==> src/rtl/mulPkg.sv <==
`default_nettype none

package mulPkg;

	////////////////////////////////////////
	// widths
	////////////////////////////////////////

	localparam int operandWidth = 16;
	localparam int productWidth = 2 * operandWidth;

	// one carry-save row is one bit narrower than an operand
	localparam int rowWidth = operandWidth - 1;

	////////////////////////////////////////
	// final adder partitioning
	////////////////////////////////////////

	// the lowest block ripples, the rest are carry-select
	localparam int selectBlockWidth = 4;
	localparam int selectBlockCount = (rowWidth + selectBlockWidth - 1) / selectBlockWidth - 1;

	////////////////////////////////////////
	// types
	////////////////////////////////////////

	typedef logic signed [operandWidth-1:0] operand_t;
	typedef logic signed [productWidth-1:0] product_t;
	typedef logic [rowWidth-1:0] row_t;

endpackage

`default_nettype wire
==> src/rtl/arrayMultiplier.sv <==
`timescale 1ns/1ns
`default_nettype none

module arrayMultiplier (
	input logic clk,
	input logic reset,
	input logic load,
	input mulPkg::operand_t a,
	input mulPkg::operand_t b,
	output mulPkg::product_t product,
	output logic productValid
);
	import mulPkg::*;

	operand_t opA;
	operand_t opB;
	logic captured;
	logic [operandWidth-1:0] lowBits;
	row_t rowSum;
	row_t rowCarry;
	logic signPair;

	// registered operands
	operandCapture i_capture (
		.clk(clk),
		.reset(reset),
		.load(load),
		.a(a),
		.b(b),
		.opA(opA),
		.opB(opB),
		.captured(captured)
	);

	// combinational partial products and carry-save rows
	baughWooleyArray i_array (
		.opA(opA),
		.opB(opB),
		.lowBits(lowBits),
		.rowSum(rowSum),
		.rowCarry(rowCarry),
		.signPair(signPair)
	);

	// final add and product register
	carrySelectAdder i_adder (
		.clk(clk),
		.reset(reset),
		.captured(captured),
		.lowBits(lowBits),
		.rowSum(rowSum),
		.rowCarry(rowCarry),
		.signPair(signPair),
		.product(product),
		.productValid(productValid)
	);

endmodule

`default_nettype wire

==> src/rtl/carrySelectAdder.sv <==
`timescale 1ns/1ns
`default_nettype none

module carrySelectAdder (
	input logic clk,
	input logic reset,
	input logic captured,
	input logic [mulPkg::operandWidth-1:0] lowBits,
	input mulPkg::row_t rowSum,
	input mulPkg::row_t rowCarry,
	input logic signPair,
	output mulPkg::product_t product,
	output logic productValid
);
	import mulPkg::*;

	// upper addends cover product bits 16 to 30
	row_t upperA;
	row_t upperSum;
	logic [selectBlockWidth:0] rippleCarry;
	logic [selectBlockCount:0] blockCarry;
	logic [productWidth-1:0] fullSum;

	// bit 0 of the last sum row is product bit 15 and already sits in lowBits
	assign upperA = {signPair, rowSum[rowWidth-1:1]};

	////////////////////////////////////////
	// ripple section
	////////////////////////////////////////

	// carry in of one adds the 2^16 half of the sign correction
	assign rippleCarry[0] = 1'b1;

	for (genvar bitIdx = 0; bitIdx < selectBlockWidth; bitIdx++) begin : ripple
		assign upperSum[bitIdx] = upperA[bitIdx] ^ rowCarry[bitIdx] ^ rippleCarry[bitIdx];
		assign rippleCarry[bitIdx+1] = (upperA[bitIdx] & rowCarry[bitIdx])
			| (rippleCarry[bitIdx] & (upperA[bitIdx] ^ rowCarry[bitIdx]));
	end

	assign blockCarry[0] = rippleCarry[selectBlockWidth];

	////////////////////////////////////////
	// carry-select blocks
	////////////////////////////////////////

	// each block is summed for both carries, the incoming carry picks one
	for (genvar blk = 0; blk < selectBlockCount; blk++) begin : selectBlock
		localparam int blockLow = selectBlockWidth * (blk + 1);
		localparam int blockWidth = (blockLow + selectBlockWidth > rowWidth) ?
			rowWidth - blockLow : selectBlockWidth;

		logic [blockWidth:0] sumCarryLow;
		logic [blockWidth:0] sumCarryHigh;

		assign sumCarryLow = {1'b0, upperA[blockLow +: blockWidth]}
			+ {1'b0, rowCarry[blockLow +: blockWidth]};
		assign sumCarryHigh = {1'b0, upperA[blockLow +: blockWidth]}
			+ {1'b0, rowCarry[blockLow +: blockWidth]}
			+ {{blockWidth{1'b0}}, 1'b1};

		assign upperSum[blockLow +: blockWidth] = blockCarry[blk] ?
			sumCarryHigh[blockWidth-1:0] : sumCarryLow[blockWidth-1:0];
		assign blockCarry[blk+1] = blockCarry[blk] ?
			sumCarryHigh[blockWidth] : sumCarryLow[blockWidth];
	end

	// inverting the top carry adds the 2^31 half of the correction
	assign fullSum = {~blockCarry[selectBlockCount], upperSum, lowBits};

	////////////////////////////////////////
	// output register
	////////////////////////////////////////

	// product holds its last value between results
	always_ff @(posedge clk) begin
		if (reset) begin
			product <= '0;
			productValid <= 1'b0;
		end else begin
			productValid <= captured;
			if (captured) begin
				product <= fullSum;
			end
		end
	end

	// ripple and select blocks agree with a plain add of the last row plus the 2^16 one
	selectSumMatches: assert property (
		@(posedge clk) disable iff (reset)
		captured |-> ({blockCarry[selectBlockCount], upperSum}
			== {1'b0, upperA} + {1'b0, rowCarry} + {{rowWidth{1'b0}}, 1'b1})
	);

endmodule

`default_nettype wire

==> src/rtl/baughWooleyArray.sv <==
`timescale 1ns/1ns
`default_nettype none

module baughWooleyArray (
	input mulPkg::operand_t opA,
	input mulPkg::operand_t opB,
	output logic [mulPkg::operandWidth-1:0] lowBits,
	output mulPkg::row_t rowSum,
	output mulPkg::row_t rowCarry,
	output logic signPair
);
	import mulPkg::*;

	// partial[j][i] has weight i + j
	logic [operandWidth-1:0][operandWidth-1:0] partial;

	// carry-save state after each level
	row_t levelSum [rowWidth];
	row_t levelCarry [rowWidth];

	////////////////////////////////////////
	// partial products
	////////////////////////////////////////

	// terms with exactly one sign bit enter inverted, the rest as plain ANDs
	for (genvar j = 0; j < operandWidth; j++) begin : ppRow
		for (genvar i = 0; i < operandWidth; i++) begin : ppBit
			if ((i == operandWidth - 1) != (j == operandWidth - 1)) begin : inverted
				assign partial[j][i] = ~(opA[i] & opB[j]);
			end else begin : plain
				assign partial[j][i] = opA[i] & opB[j];
			end
		end
	end

	// both sign bits together, added at the top of the final row
	assign signPair = partial[operandWidth-1][operandWidth-1];

	////////////////////////////////////////
	// carry-save levels
	////////////////////////////////////////

	// level k folds partial row k+1 into the running sum and carry
	// sum bit t of level k has weight k+1+t, carry bit t has weight k+2+t
	for (genvar k = 0; k < rowWidth; k++) begin : level
		row_t sumIn;
		row_t carryIn;
		row_t addend;

		if (k == 0) begin : first
			// row 0 shifted down by one plays the role of the previous sum
			assign sumIn = partial[0][operandWidth-1:1];
			assign carryIn = '0;
		end else begin : inner
			// the top cell has no sum from above and takes the sign-column term
			assign sumIn = {partial[k][operandWidth-1], levelSum[k-1][rowWidth-1:1]};
			assign carryIn = levelCarry[k-1];
		end

		assign addend = partial[k+1][rowWidth-1:0];

		// one full adder per column, carries ripple down to the next level
		assign levelSum[k] = sumIn ^ addend ^ carryIn;
		assign levelCarry[k] = (sumIn & addend) | (carryIn & (sumIn ^ addend));

		// lowest sum bit of every level is final
		assign lowBits[k+1] = levelSum[k][0];
	end

	assign lowBits[0] = partial[0][0];

	////////////////////////////////////////
	// last row to the final adder
	////////////////////////////////////////

	assign rowSum = levelSum[rowWidth-1];
	assign rowCarry = levelCarry[rowWidth-1];

endmodule

`default_nettype wire

==> src/rtl/operandCapture.sv <==
`timescale 1ns/1ns
`default_nettype none

module operandCapture (
	input logic clk,
	input logic reset,
	input logic load,
	input mulPkg::operand_t a,
	input mulPkg::operand_t b,
	output mulPkg::operand_t opA,
	output mulPkg::operand_t opB,
	output logic captured
);
	import mulPkg::*;

	// operand registers only move on a loading edge
	always_ff @(posedge clk) begin
		if (load) begin
			opA <= a;
			opB <= b;
		end
	end

	// high for the single cycle that follows each loading edge
	always_ff @(posedge clk) begin
		if (reset) begin
			captured <= 1'b0;
		end else begin
			captured <= load;
		end
	end

	////////////////////////////////////////
	// checks
	////////////////////////////////////////

	// the array sees stable operands unless a load was taken
	operandsHeld: assert property (
		@(posedge clk) disable iff (reset)
		!$past(load) |-> ($stable(opA) && $stable(opB))
	);

endmodule

`default_nettype wire

==> config.mk <==
export PLATFORM = sky130hd
export DESIGN_NAME = arrayMultiplier
export DESIGN_NICKNAME = d
export VERILOG_FILES = /design/src/rtl/mulPkg.sv /design/src/rtl/arrayMultiplier.sv /design/src/rtl/carrySelectAdder.sv /design/src/rtl/baughWooleyArray.sv /design/src/rtl/operandCapture.sv
export SDC_FILE = /design/constraint.sdc
export NUM_CORES = 1
export LEC_CHECK = 0
export BUFFER_PORTS_ARGS = -buffer_cell sky130_fd_sc_hd__buf_4
export CAP_MARGIN = 40
export CORE_UTILIZATION = 45
export DETAILED_ROUTE_END_ITERATION = 10
export PLACE_DENSITY = 0.63
export RECOVER_POWER = 25
export SLEW_MARGIN = 5
export SYNTH_ARGS = -nofsm -noshare
export SYNTH_HDL_FRONTEND = slang
export SYNTH_SLANG_ARGS = --single-unit
==> constraint.sdc <==
create_clock -name clk -period 30.1 [get_ports clk]
set_input_delay 6.02 -clock clk [delete_from_list [all_inputs] [get_ports clk]]
set_output_delay 6.02 -clock clk [all_outputs]
set_load 0.005 [all_outputs]
==> results.sh, run 1 <==
export IMPL_cts_made_buffers=9
export IMPL_startpoint_class="flip-flop"
export IMPL_timing_final_ws_setup_ps=18630
export IMPL_worst_r2r_path_depth=30
export IMPL_setup_viol_count_final=0
export IMPL_synth_cell_types=49
export IMPL_reg2reg_to="i_adder.product[30]$_SDFFE_PP0P_"
export IMPL_place_gp_congestion=0.777
export IMPL_slew_viol_final=0
export IMPL_timing_critical_path_to_type="flip-flop"
export IMPL_synth_seq_cells=66
export IMPL_place_detailed_hpwl_mm=12.6
export IMPL_cell_with_the_most_instances_after_synthesis="fa_1"
export IMPL_syn_area_mm2=0.00934
export IMPL_ys_async_sr_fraction_pct=0
export IMPL_syn_num_nets=1148
export IMPL_synthTopCellsByArea="fa_1 46%, and2_1 13%, edfxtp_1 10%"
export IMPL_criticalPathCategory="reg -> reg"
export IMPL_post_synthesis_to_final_layout_area_growth_pct=11.0
export IMPL_route_detailed_drc=0
export IMPL_cts_repair_timing_setup_buffer_count=0
export IMPL_fin_hold_ws_ps=473
export IMPL_synth_commonest_cells="216 x fa_1, 197 x and2_1, 110 x inv_1"
export IMPL_grt_antenna_before_repair=0
export IMPL_fillCellCount=1881
export IMPL_global_route_overflow_total=0
export IMPL_clock_skews_ps=11.1
export IMPL_die_width_um=146
export IMPL_chipHeight_um=146
export IMPL_vias=5736
export IMPL_grt_start_max_net_pins=35
export IMPL_reg2reg_slack_ps=18630
export IMPL_syn_avg_cell_area_um2=10.8
export IMPL_cts_root_buf="clkbuf_16"
export IMPL_setup_tns_ps=0
export IMPL_final_antenna_net_count=0
export IMPL_placementRows=52
export IMPL_synthesis_yosys_warnings=0
export IMPL_first_pass_grt_wire_length_mm=28.7
export IMPL_hold_depth=2
export IMPL_synth_edff_count=32
export IMPL_preCtsSetupSlack_ps=18560
export IMPL_cp_num_cells=30
export IMPL_ios=68
export IMPL_clkSinkCount=66
export IMPL_netlist_instances=867
export IMPL_critical_path_slowest_cell="edfxtp_1"
export IMPL_finalCoreUtilization_pct=51.1
export IMPL_drt_iter0_markers=123
export IMPL_clk_pin_slew_ps=60
export IMPL_synth_seq_area_share_pct=17.6
export IMPL_critical_path_reg2reg_startpoint="i_capture.opB[0]$_DFFE_PP_"
export IMPL_clk_path_buf_depth=2
export IMPL_timing_critical_path_arrival_ps=11740
export IMPL_cp_required_ps=30370
export IMPL_drt_total_wl_mm=15.2
export IMPL_vias_in_the_first_global_route=6452
export IMPL_min_delay_path_class="reg -> reg"
export IMPL_synth_largest_type_area_fraction_pct=46.3
export IMPL_timing_final_crit_period_ps=11470
export IMPL_report_final_hold_viol_count=0
export IMPL_initial_utilization_pct=46.0
export IMPL_finish_net_count=1183
export IMPL_maxCapViolations=0
export IMPL_total_track_usage_pct=16.5
export IMPL_worst_slew_margin_rel_pct=60.0
export IMPL_critical_path_startpoint="i_capture.opB[0]$_DFFE_PP_"
export IMPL_viasPerCell=4.87
export IMPL_drtPass1Iterations=4
export IMPL_clock_tree_htree_level_count=3
export IMPL_fmax_mhz=87.2
export IMPL_critPathMostFrequentCell="fa_1"
export IMPL_buffer_ports_inserted=67
export IMPL_cts_hold_repair_buffers=0
export IMPL_die_ar_mm2=0.0213
export IMPL_worst_path_bufs_invs=3
export IMPL_layout_drive_gt1_share_pct=10.7
export IMPL_yosysTopAreaCell="fa_1"
export IMPL_dominantRegCellSynth="dfxtp_1"
export IMPL_tightest_slew_ps=596
export IMPL_diodes=0
export IMPL_cpPeakStageDelay_ps=620
export IMPL_timing_critical_path_to="i_adder.product[30]$_SDFFE_PP0P_"
export IMPL_core_mm2=0.0203
export IMPL_grt_setup_unrepaired="false"
export IMPL_clk_insertion_delay_late_ps=350
export IMPL_cts_resized=0
export IMPL_finalCritPeriodShare_pct=38.1
export IMPL_path_max_fanout=16
export IMPL_wire_length_per_cell_um=12.9
export IMPL_cts_tree="done"
export IMPL_cp_top_family="adder cells"
export IMPL_status="completed"
-- worst min path at each step --
stage | start | end | slack, ps
after floorplan | i_adder.product[0]$_SDFFE_PP0P_ | i_adder.product[0]$_SDFFE_PP0P_ | 460
after global placement | i_adder.product[0]$_SDFFE_PP0P_ | i_adder.product[0]$_SDFFE_PP0P_ | 460
after detailed placement | i_adder.product[12]$_SDFFE_PP0P_ | i_adder.product[12]$_SDFFE_PP0P_ | 470
after CTS | i_adder.product[12]$_SDFFE_PP0P_ | i_adder.product[12]$_SDFFE_PP0P_ | 480
after global routing | i_adder.product[0]$_SDFFE_PP0P_ | i_adder.product[0]$_SDFFE_PP0P_ | 500
final | i_adder.product[0]$_SDFFE_PP0P_ | i_adder.product[0]$_SDFFE_PP0P_ | 470
-- worst reg2reg max path: cells and delay by family (launching register included) --
kind	cells	cell delay (ps)
buffers and inverters	3	140
adders and majority gates	19	8510
DFF	1	620
muxes	2	800
AOI/OAI and AO/OA	3	770
and+or+nand+nor	3	570
-- sequential cells by signal, indices dropped and copies added (netlist names) --
signal	cells
i_capture.opB	16
i_adder.productValid	1
i_adder.product	32
i_capture.opA	16
i_capture.captured	1
-- final cells by class --
type,count,area (µm²),share of cell area [%]
Multi-Input combinational cell,647,7120,68.7
Sequential cell,66,1640,15.8
Timing Repair Buffer,68,510,4.92
Inverter,110,413,3.98
Tap cell,270,338,3.26
Clock buffer,14,305,2.94
Clock inverter,2,38.8,0.374
-- stage by stage --
stage	instances	instance area [µm²]
after floorplan	867	9340
after global placement	1161	10000
after detailed placement	1161	10000
after CTS	1177	10400
after global routing	1177	10400
final	1177	10400
-- placed cells by master (no fill, tap or decap), drive strengths merged, types with 3 or more instances in the layout --
| cell type | synthesis | layout |
|---|---|---|
| a211oi | 26 | 26 |
| a21o | 3 | 3 |
| a21oi | 11 | 11 |
| and2 | 198 | 198 |
| buf | 1 | 36 |
| clkbuf | 43 | 46 |
| dfxtp | 34 | 34 |
| edfxtp | 32 | 32 |
| fa | 216 | 216 |
| ha | 30 | 30 |
| inv | 110 | 110 |
| mux2i | 6 | 6 |
| nand2 | 64 | 64 |
| nand2b | 4 | 4 |
| nand3 | 7 | 7 |
| nor2 | 37 | 37 |
| nor2b | 7 | 7 |
| o21ai | 4 | 4 |
| xnor2 | 9 | 9 |
-- cells by family (layout without fill, tap and decap cells) --
| logic type | after synthesis | in the layout | share of synthesized area [%] |
|---|---|---|---|
| fa+ha+maj | 246 | 246 | 50.3 |
| xor+xnor | 12 | 12 | 1.35 |
| compound gates | 55 | 55 | 4.31 |
| buf+inv | 154 | 194 | 6.19 |
| flops | 66 | 66 | 17.6 |
| mux | 7 | 7 | 0.898 |
| simple gates | 327 | 327 | 19.3 |
-- per-layer routing --
| metal | part of all wire (%) | wire (µm) | track usage, % | vias to the layer above |
|---|---|---|---|---|
| li1 | - | - | - | 2719 |
| met1 | 45 | 6900 | 20.4 | 2939 |
| met2 | 51 | 7700 | 29.8 | 64 |
| met3 | 2.4 | 363 | 2.84 | 14 |
| met4 | 1.6 | 248 | 4.69 | 0 |
| met5 | 0 | 0 | 0 | - |
Power of run 1 is left out: the tool's default activity adds up to more than one toggle a clock period on the data nets, which glitch-free logic cannot reach.
==> run 2: changes to the inputs <==
--- a/config.mk
+++ b/config.mk
@@ -5,6 +5,7 @@
 export SDC_FILE = /design/constraint.sdc
 export NUM_CORES = 1
 export LEC_CHECK = 0
+export ABC_AREA = 1
 export BUFFER_PORTS_ARGS = -buffer_cell sky130_fd_sc_hd__buf_4
 export CAP_MARGIN = 40
 export CORE_UTILIZATION = 45
==> constraint.sdc (replaced) <==
create_clock -name clk -period 12 [get_ports clk]
set_input_delay 2.4 -clock clk [delete_from_list [all_inputs] [get_ports clk]]
set_output_delay 2.4 -clock clk [all_outputs]
set_load 0.005 [all_outputs]
==> results.sh, run 2 <==
export IMPL_status="completed"
export IMPL_buffer_ports_inserted=67
export IMPL_cts_repair_timing_setup_buffer_count=0
export IMPL_setup_tns_ps=0
export IMPL_chipHeight_um=148
export IMPL_fin_hold_ws_ps=468
export IMPL_cts_tree="done"
export IMPL_timing_critical_path_to_type="flip-flop"
export IMPL_cell_with_the_most_instances_after_synthesis="inv_1"
export IMPL_startpoint_class="flip-flop"
export IMPL_die_ar_mm2=0.0220
export IMPL_wire_length_per_cell_um=11.4
export IMPL_synthesis_yosys_warnings=0
export IMPL_place_gp_congestion=0.759
export IMPL_synth_seq_area_share_pct=17.1
export IMPL_synth_largest_type_area_fraction_pct=44.9
export IMPL_dp_cells=1394
export IMPL_largest_register_ffs=32
export IMPL_report_final_hold_viol_count=0
export IMPL_synthTopCellsByArea="fa_1 45%, inv_1 13%, nand2_1 11%"
export IMPL_path_max_fanout=16
export IMPL_criticalPathCategory="reg -> reg"
export IMPL_syn_avg_cell_area_um2=8.59
export IMPL_cpPeakStageDelay_ps=790
export IMPL_reg_largest_list="i_adder.product: 32 flops, i_capture.opA: 16 flops, i_capture.opB: 16 flops"
export IMPL_cp_required_ps=12240
export IMPL_clkSinkCount=66
export IMPL_diodes=0
export IMPL_post_synthesis_to_final_layout_area_growth_pct=9.53
export IMPL_final_antenna_net_count=0
export IMPL_clk_path_buf_depth=2
export IMPL_placementRows=53
export IMPL_global_route_overflow_total=0
export IMPL_yosysTopAreaCell="fa_1"
export IMPL_slew_viol_final=0
export IMPL_fmax_mhz=93.3
export IMPL_layout_commonest_cell="inv_1"
export IMPL_ys_async_sr_fraction_pct=0
export IMPL_critPathMostFrequentCell="fa_1"
export IMPL_cts_root_buf="clkbuf_16"
export IMPL_cts_hold_repair_buffers=0
export IMPL_finish_net_count=1411
export IMPL_worst_slew_margin_rel_pct=54.2
export IMPL_maxCapViolations=0
export IMPL_grt_start_max_net_pins=39
export IMPL_critical_path_slowest_cell="edfxtp_1"
export IMPL_die_width_um=148
export IMPL_synth_seq_cells=66
export IMPL_drt_iter0_markers=204
export IMPL_synth_edff_count=32
export IMPL_vias_in_the_first_global_route=6977
export IMPL_layout_drive_gt1_share_pct=9.16
export IMPL_route_detailed_drc=0
export IMPL_timing_critical_path_arrival_ps=10960
export IMPL_stdcell_count=1410
export IMPL_ios=68
export IMPL_drt_total_wl_mm=16.1
export IMPL_finalCritPeriodShare_pct=89.3
export IMPL_clk_insertion_delay_late_ps=340
export IMPL_drtPass1Iterations=4
export IMPL_dominantRegCellSynth="dfxtp_1"
export IMPL_clk_pin_slew_ps=60
export IMPL_cts_resized=0
export IMPL_core_mm2=0.0210
export IMPL_clock_tree_htree_level_count=3
export IMPL_vias=6368
export IMPL_syn_num_nets=1402
export IMPL_viasPerCell=4.52
export IMPL_cts_made_buffers=9
export IMPL_most_common_layout_cells="330 x inv_1, 289 x nand2_1, 216 x fa_1, 39 x buf_4, 33 x dfxtp_1"
export IMPL_clock_skews_ps=4.44
export IMPL_setup_viol_count_final=0
export IMPL_grt_setup_unrepaired="false"
export IMPL_max_flop_register="i_adder.product"
export IMPL_synth_cell_types=30
export IMPL_timing_final_crit_period_ps=10710
export IMPL_place_detailed_hpwl_mm=13.4
export IMPL_first_pass_grt_wire_length_mm=30.8
export IMPL_netlist_instances=1121
export IMPL_initial_utilization_pct=45.8
export IMPL_total_track_usage_pct=17.3
export IMPL_finalCoreUtilization_pct=50.2
export IMPL_synth_commonest_cells="330 x inv_1, 289 x nand2_1, 216 x fa_1"
export IMPL_grt_antenna_before_repair=0
export IMPL_min_delay_path_class="reg -> reg"
export IMPL_syn_area_mm2=0.00963
export IMPL_tightest_slew_ps=687
[run 2: worst paths after layout]
path	to	from	slack, ps	cells after the start
setup / recovery	i_adder.product[28]$_SDFFE_PP0P_	i_capture.opB[0]$_DFFE_PP_	1290	33
hold / removal	i_adder.product[0]$_SDFFE_PP0P_	i_adder.product[0]$_SDFFE_PP0P_	470	2
setup reg to reg	i_adder.product[28]$_SDFFE_PP0P_	i_capture.opB[0]$_DFFE_PP_	1290	33
hold reg to reg	i_adder.product[0]$_SDFFE_PP0P_	i_adder.product[0]$_SDFFE_PP0P_	470	2
[run 2: logic make-up (layout without fill, tap and decap cells)]
kind of cell               Yosys count  after routing  synth area share [%]
buffers and inverters              404            418                  16.0
and+or+nand+nor                    342            342                  14.4
adders and majority gates          246            246                  48.8
DFF                                 66             66                  17.1
AOI/OAI and AO/OA                   57             57                  3.22
xor gates and xnor gates             6              6                 0.546
[run 2: metal layers]
layer	share of wire (%)	vias up	GRT usage [%]
met5	0	-	0
met4	1.7	0	5.00
met3	2.0	16	2.70
met2	51	57	31.3
met1	45	3160	21.4
li1	-	3135	-
[run 2: cell type report]
type                       count  area, µm²
clock buffer                  11        275
clock inverter                 5       62.6
fill                        2056      10500
inverter                     331       1240
multi-input combinational    651       6450
sequential                    66       1640
tap                          275        344
timing repair buffer          71        529
[run 2: worst max-delay path: cells and delay by family, from the launching register on]
family / cells / cell delay [ps]
AND/OR/NAND/NOR: 9 / 880
AO/OA/AOI/OAI: 1 / 140
buffers and inverters: 4 / 190
adder cells (fa/ha/maj): 19 / 8600
flip-flops: 1 / 790
[run 2: through the flow]
| stage | setup WS (ps) | instance area [µm²] |
|---|---|---|
| after floorplan | 1730 | 9630 |
| after global placement | 1400 | 10200 |
| after detailed placement | 1240 | 10200 |
| after CTS | 1240 | 10500 |
| after global routing | 772 | 10500 |
| final | 1290 | 10500 |
Power of run 2 is left out for the same reason.
==> run 3: changes to the inputs <==
--- a/config.mk
+++ b/config.mk
@@ -15,4 +15,5 @@
 export SLEW_MARGIN = 5
 export SYNTH_ARGS = -nofsm -noshare
 export SYNTH_HDL_FRONTEND = slang
+export SYNTH_HIERARCHICAL = 1
 export SYNTH_SLANG_ARGS = --single-unit
==> results.sh, run 3 <==
export IMPL_global_route_overflow_total=0
export IMPL_cts_root_buf="clkbuf_16"
export IMPL_die_width_um=151
export IMPL_setup_tns_ps=0
export IMPL_dp_cells=1363
export IMPL_startpoint_class="flip-flop"
export IMPL_first_pass_grt_wire_length_mm=30.3
export IMPL_synthesis_yosys_warnings=6
export IMPL_fmax_mhz=98.6
export IMPL_core_mm2=0.0218
export IMPL_finalCritPeriodShare_pct=84.5
export IMPL_status="completed"
export IMPL_criticalPathCategory="reg -> reg"
export IMPL_clock_tree_htree_level_count=3
export IMPL_tightest_slew_ps=666
export IMPL_critical_path_slowest_cell="edfxtp_1"
export IMPL_final_antenna_net_count=0
export IMPL_syn_avg_cell_area_um2=9.19
export IMPL_cpPeakStageDelay_ps=740
export IMPL_ios=68
export IMPL_largest_register_ffs=32
export IMPL_syn_area_mm2=0.00998
export IMPL_cts_hold_repair_buffers=0
export IMPL_finish_net_count=1375
export IMPL_drt_iter0_markers=189
export IMPL_timing_critical_path_to_type="flip-flop"
export IMPL_critPathMostFrequentCell="fa_1"
export IMPL_layout_drive_gt1_share_pct=8.19
export IMPL_viasPerCell=4.53
export IMPL_vias_in_the_first_global_route=6827
export IMPL_post_synthesis_to_final_layout_area_growth_pct=3.07
export IMPL_grt_antenna_before_repair=0
export IMPL_cts_made_buffers=9
export IMPL_cp_required_ps=12250
export IMPL_fillCellCount=2097
export IMPL_drtPass1Iterations=4
export IMPL_clkSinkCount=66
export IMPL_drt_total_wl_mm=16.3
export IMPL_cts_tree="done"
export IMPL_min_delay_path_class="reg -> reg"
export IMPL_clk_insertion_delay_late_ps=350
export IMPL_setup_viol_count_final=0
export IMPL_clk_path_buf_depth=2
export IMPL_cts_resized=0
export IMPL_place_gp_congestion=0.762
export IMPL_clk_pin_slew_ps=60
export IMPL_buffer_ports_inserted=67
export IMPL_worst_slew_margin_rel_pct=55.6
export IMPL_grt_setup_unrepaired="false"
export IMPL_layout_commonest_cell="nand2_1"
export IMPL_placementRows=54
export IMPL_place_detailed_hpwl_mm=13.3
export IMPL_die_ar_mm2=0.0228
export IMPL_initial_utilization_pct=45.9
export IMPL_maxCapViolations=0
export IMPL_stdcell_count=1379
export IMPL_cts_repair_timing_setup_buffer_count=0
export IMPL_timing_final_crit_period_ps=10140
export IMPL_vias=6245
export IMPL_report_final_hold_viol_count=0
export IMPL_grt_start_max_net_pins=38
export IMPL_timing_critical_path_arrival_ps=10390
export IMPL_netlist_instances=1086
export IMPL_route_detailed_drc=0
export IMPL_max_flop_register="i_adder/product"
export IMPL_diodes=0
export IMPL_syn_num_nets=1367
export IMPL_reg_largest_list="i_adder/product: 32 flops, i_capture/opA: 16 flops, i_capture/opB: 16 flops"
export IMPL_most_common_layout_cells="292 x nand2_1, 280 x inv_1, 216 x fa_1, 50 x nor2_1, 37 x buf_4"
export IMPL_total_track_usage_pct=16.9
export IMPL_clock_skews_ps=6.87
export IMPL_chipHeight_um=151
export IMPL_path_max_fanout=16
export IMPL_wire_length_per_cell_um=11.8
export IMPL_slew_viol_final=0
run 3: metal layers:
layer / vias up / routed length [µm] / track usage (%)
met5: - / 0 / 0
met4: 0 / 198 / 4.30
met3: 14 / 495 / 3.04
met2: 69 / 8300 / 30.9
met1: 3104 / 7290 / 20.2
li1: 3058 / - / -
run 3: stage by stage:
| step | area [µm²] | hold WS, ps | util [%] | setup slack, ps |
|---|---|---|---|---|
| after floorplan | 9980 | 459 | - | 2400 |
| after global placement | 10000 | 456 | 46.0 | 1950 |
| after detailed placement | 10000 | 459 | 46.1 | 1840 |
| after CTS | 10300 | 469 | 47.3 | 1820 |
| after global routing | 10300 | 507 | 47.3 | 1290 |
| final | 10300 | 468 | 47.3 | 1860 |
run 3: critical path: cells and delay by family (launching register included):
kind / cells / cell delay [ps]
adders and majority gates: 19 / 7910
and+or+nand+nor: 10 / 820
DFF: 1 / 740
buffers and inverters: 7 / 430
AOI/OAI and AO/OA: 1 / 120
run 3: layout make-up:
| cell class | instances | area, µm² | area share (%) |
|---|---|---|---|
| inverter | 282 | 1060 | 10.3 |
| sequential | 66 | 1640 | 16.0 |
| tap | 280 | 350 | 3.41 |
| clock inverter | 6 | 33.8 | 0.328 |
| timing repair buffer | 70 | 538 | 5.23 |
| clock buffer | 10 | 229 | 2.23 |
| multi-input combinational | 665 | 6430 | 62.5 |
run 3: path summary, 6_finish.rpt:
path | start | endpoint | slack, ps | cells after the start
max | i_capture/opB[0]$_DFFE_PP_ | i_adder/product[28]$_SDFFE_PP0P_ | 1860 | 37
max reg2reg | i_capture/opB[0]$_DFFE_PP_ | i_adder/product[28]$_SDFFE_PP0P_ | 1860 | 37
min | i_adder/product[25]$_SDFFE_PP0P_ | i_adder/product[25]$_SDFFE_PP0P_ | 470 | 2
min reg2reg | i_adder/product[25]$_SDFFE_PP0P_ | i_adder/product[25]$_SDFFE_PP0P_ | 470 | 2
Power of run 3 is left out for the same reason.
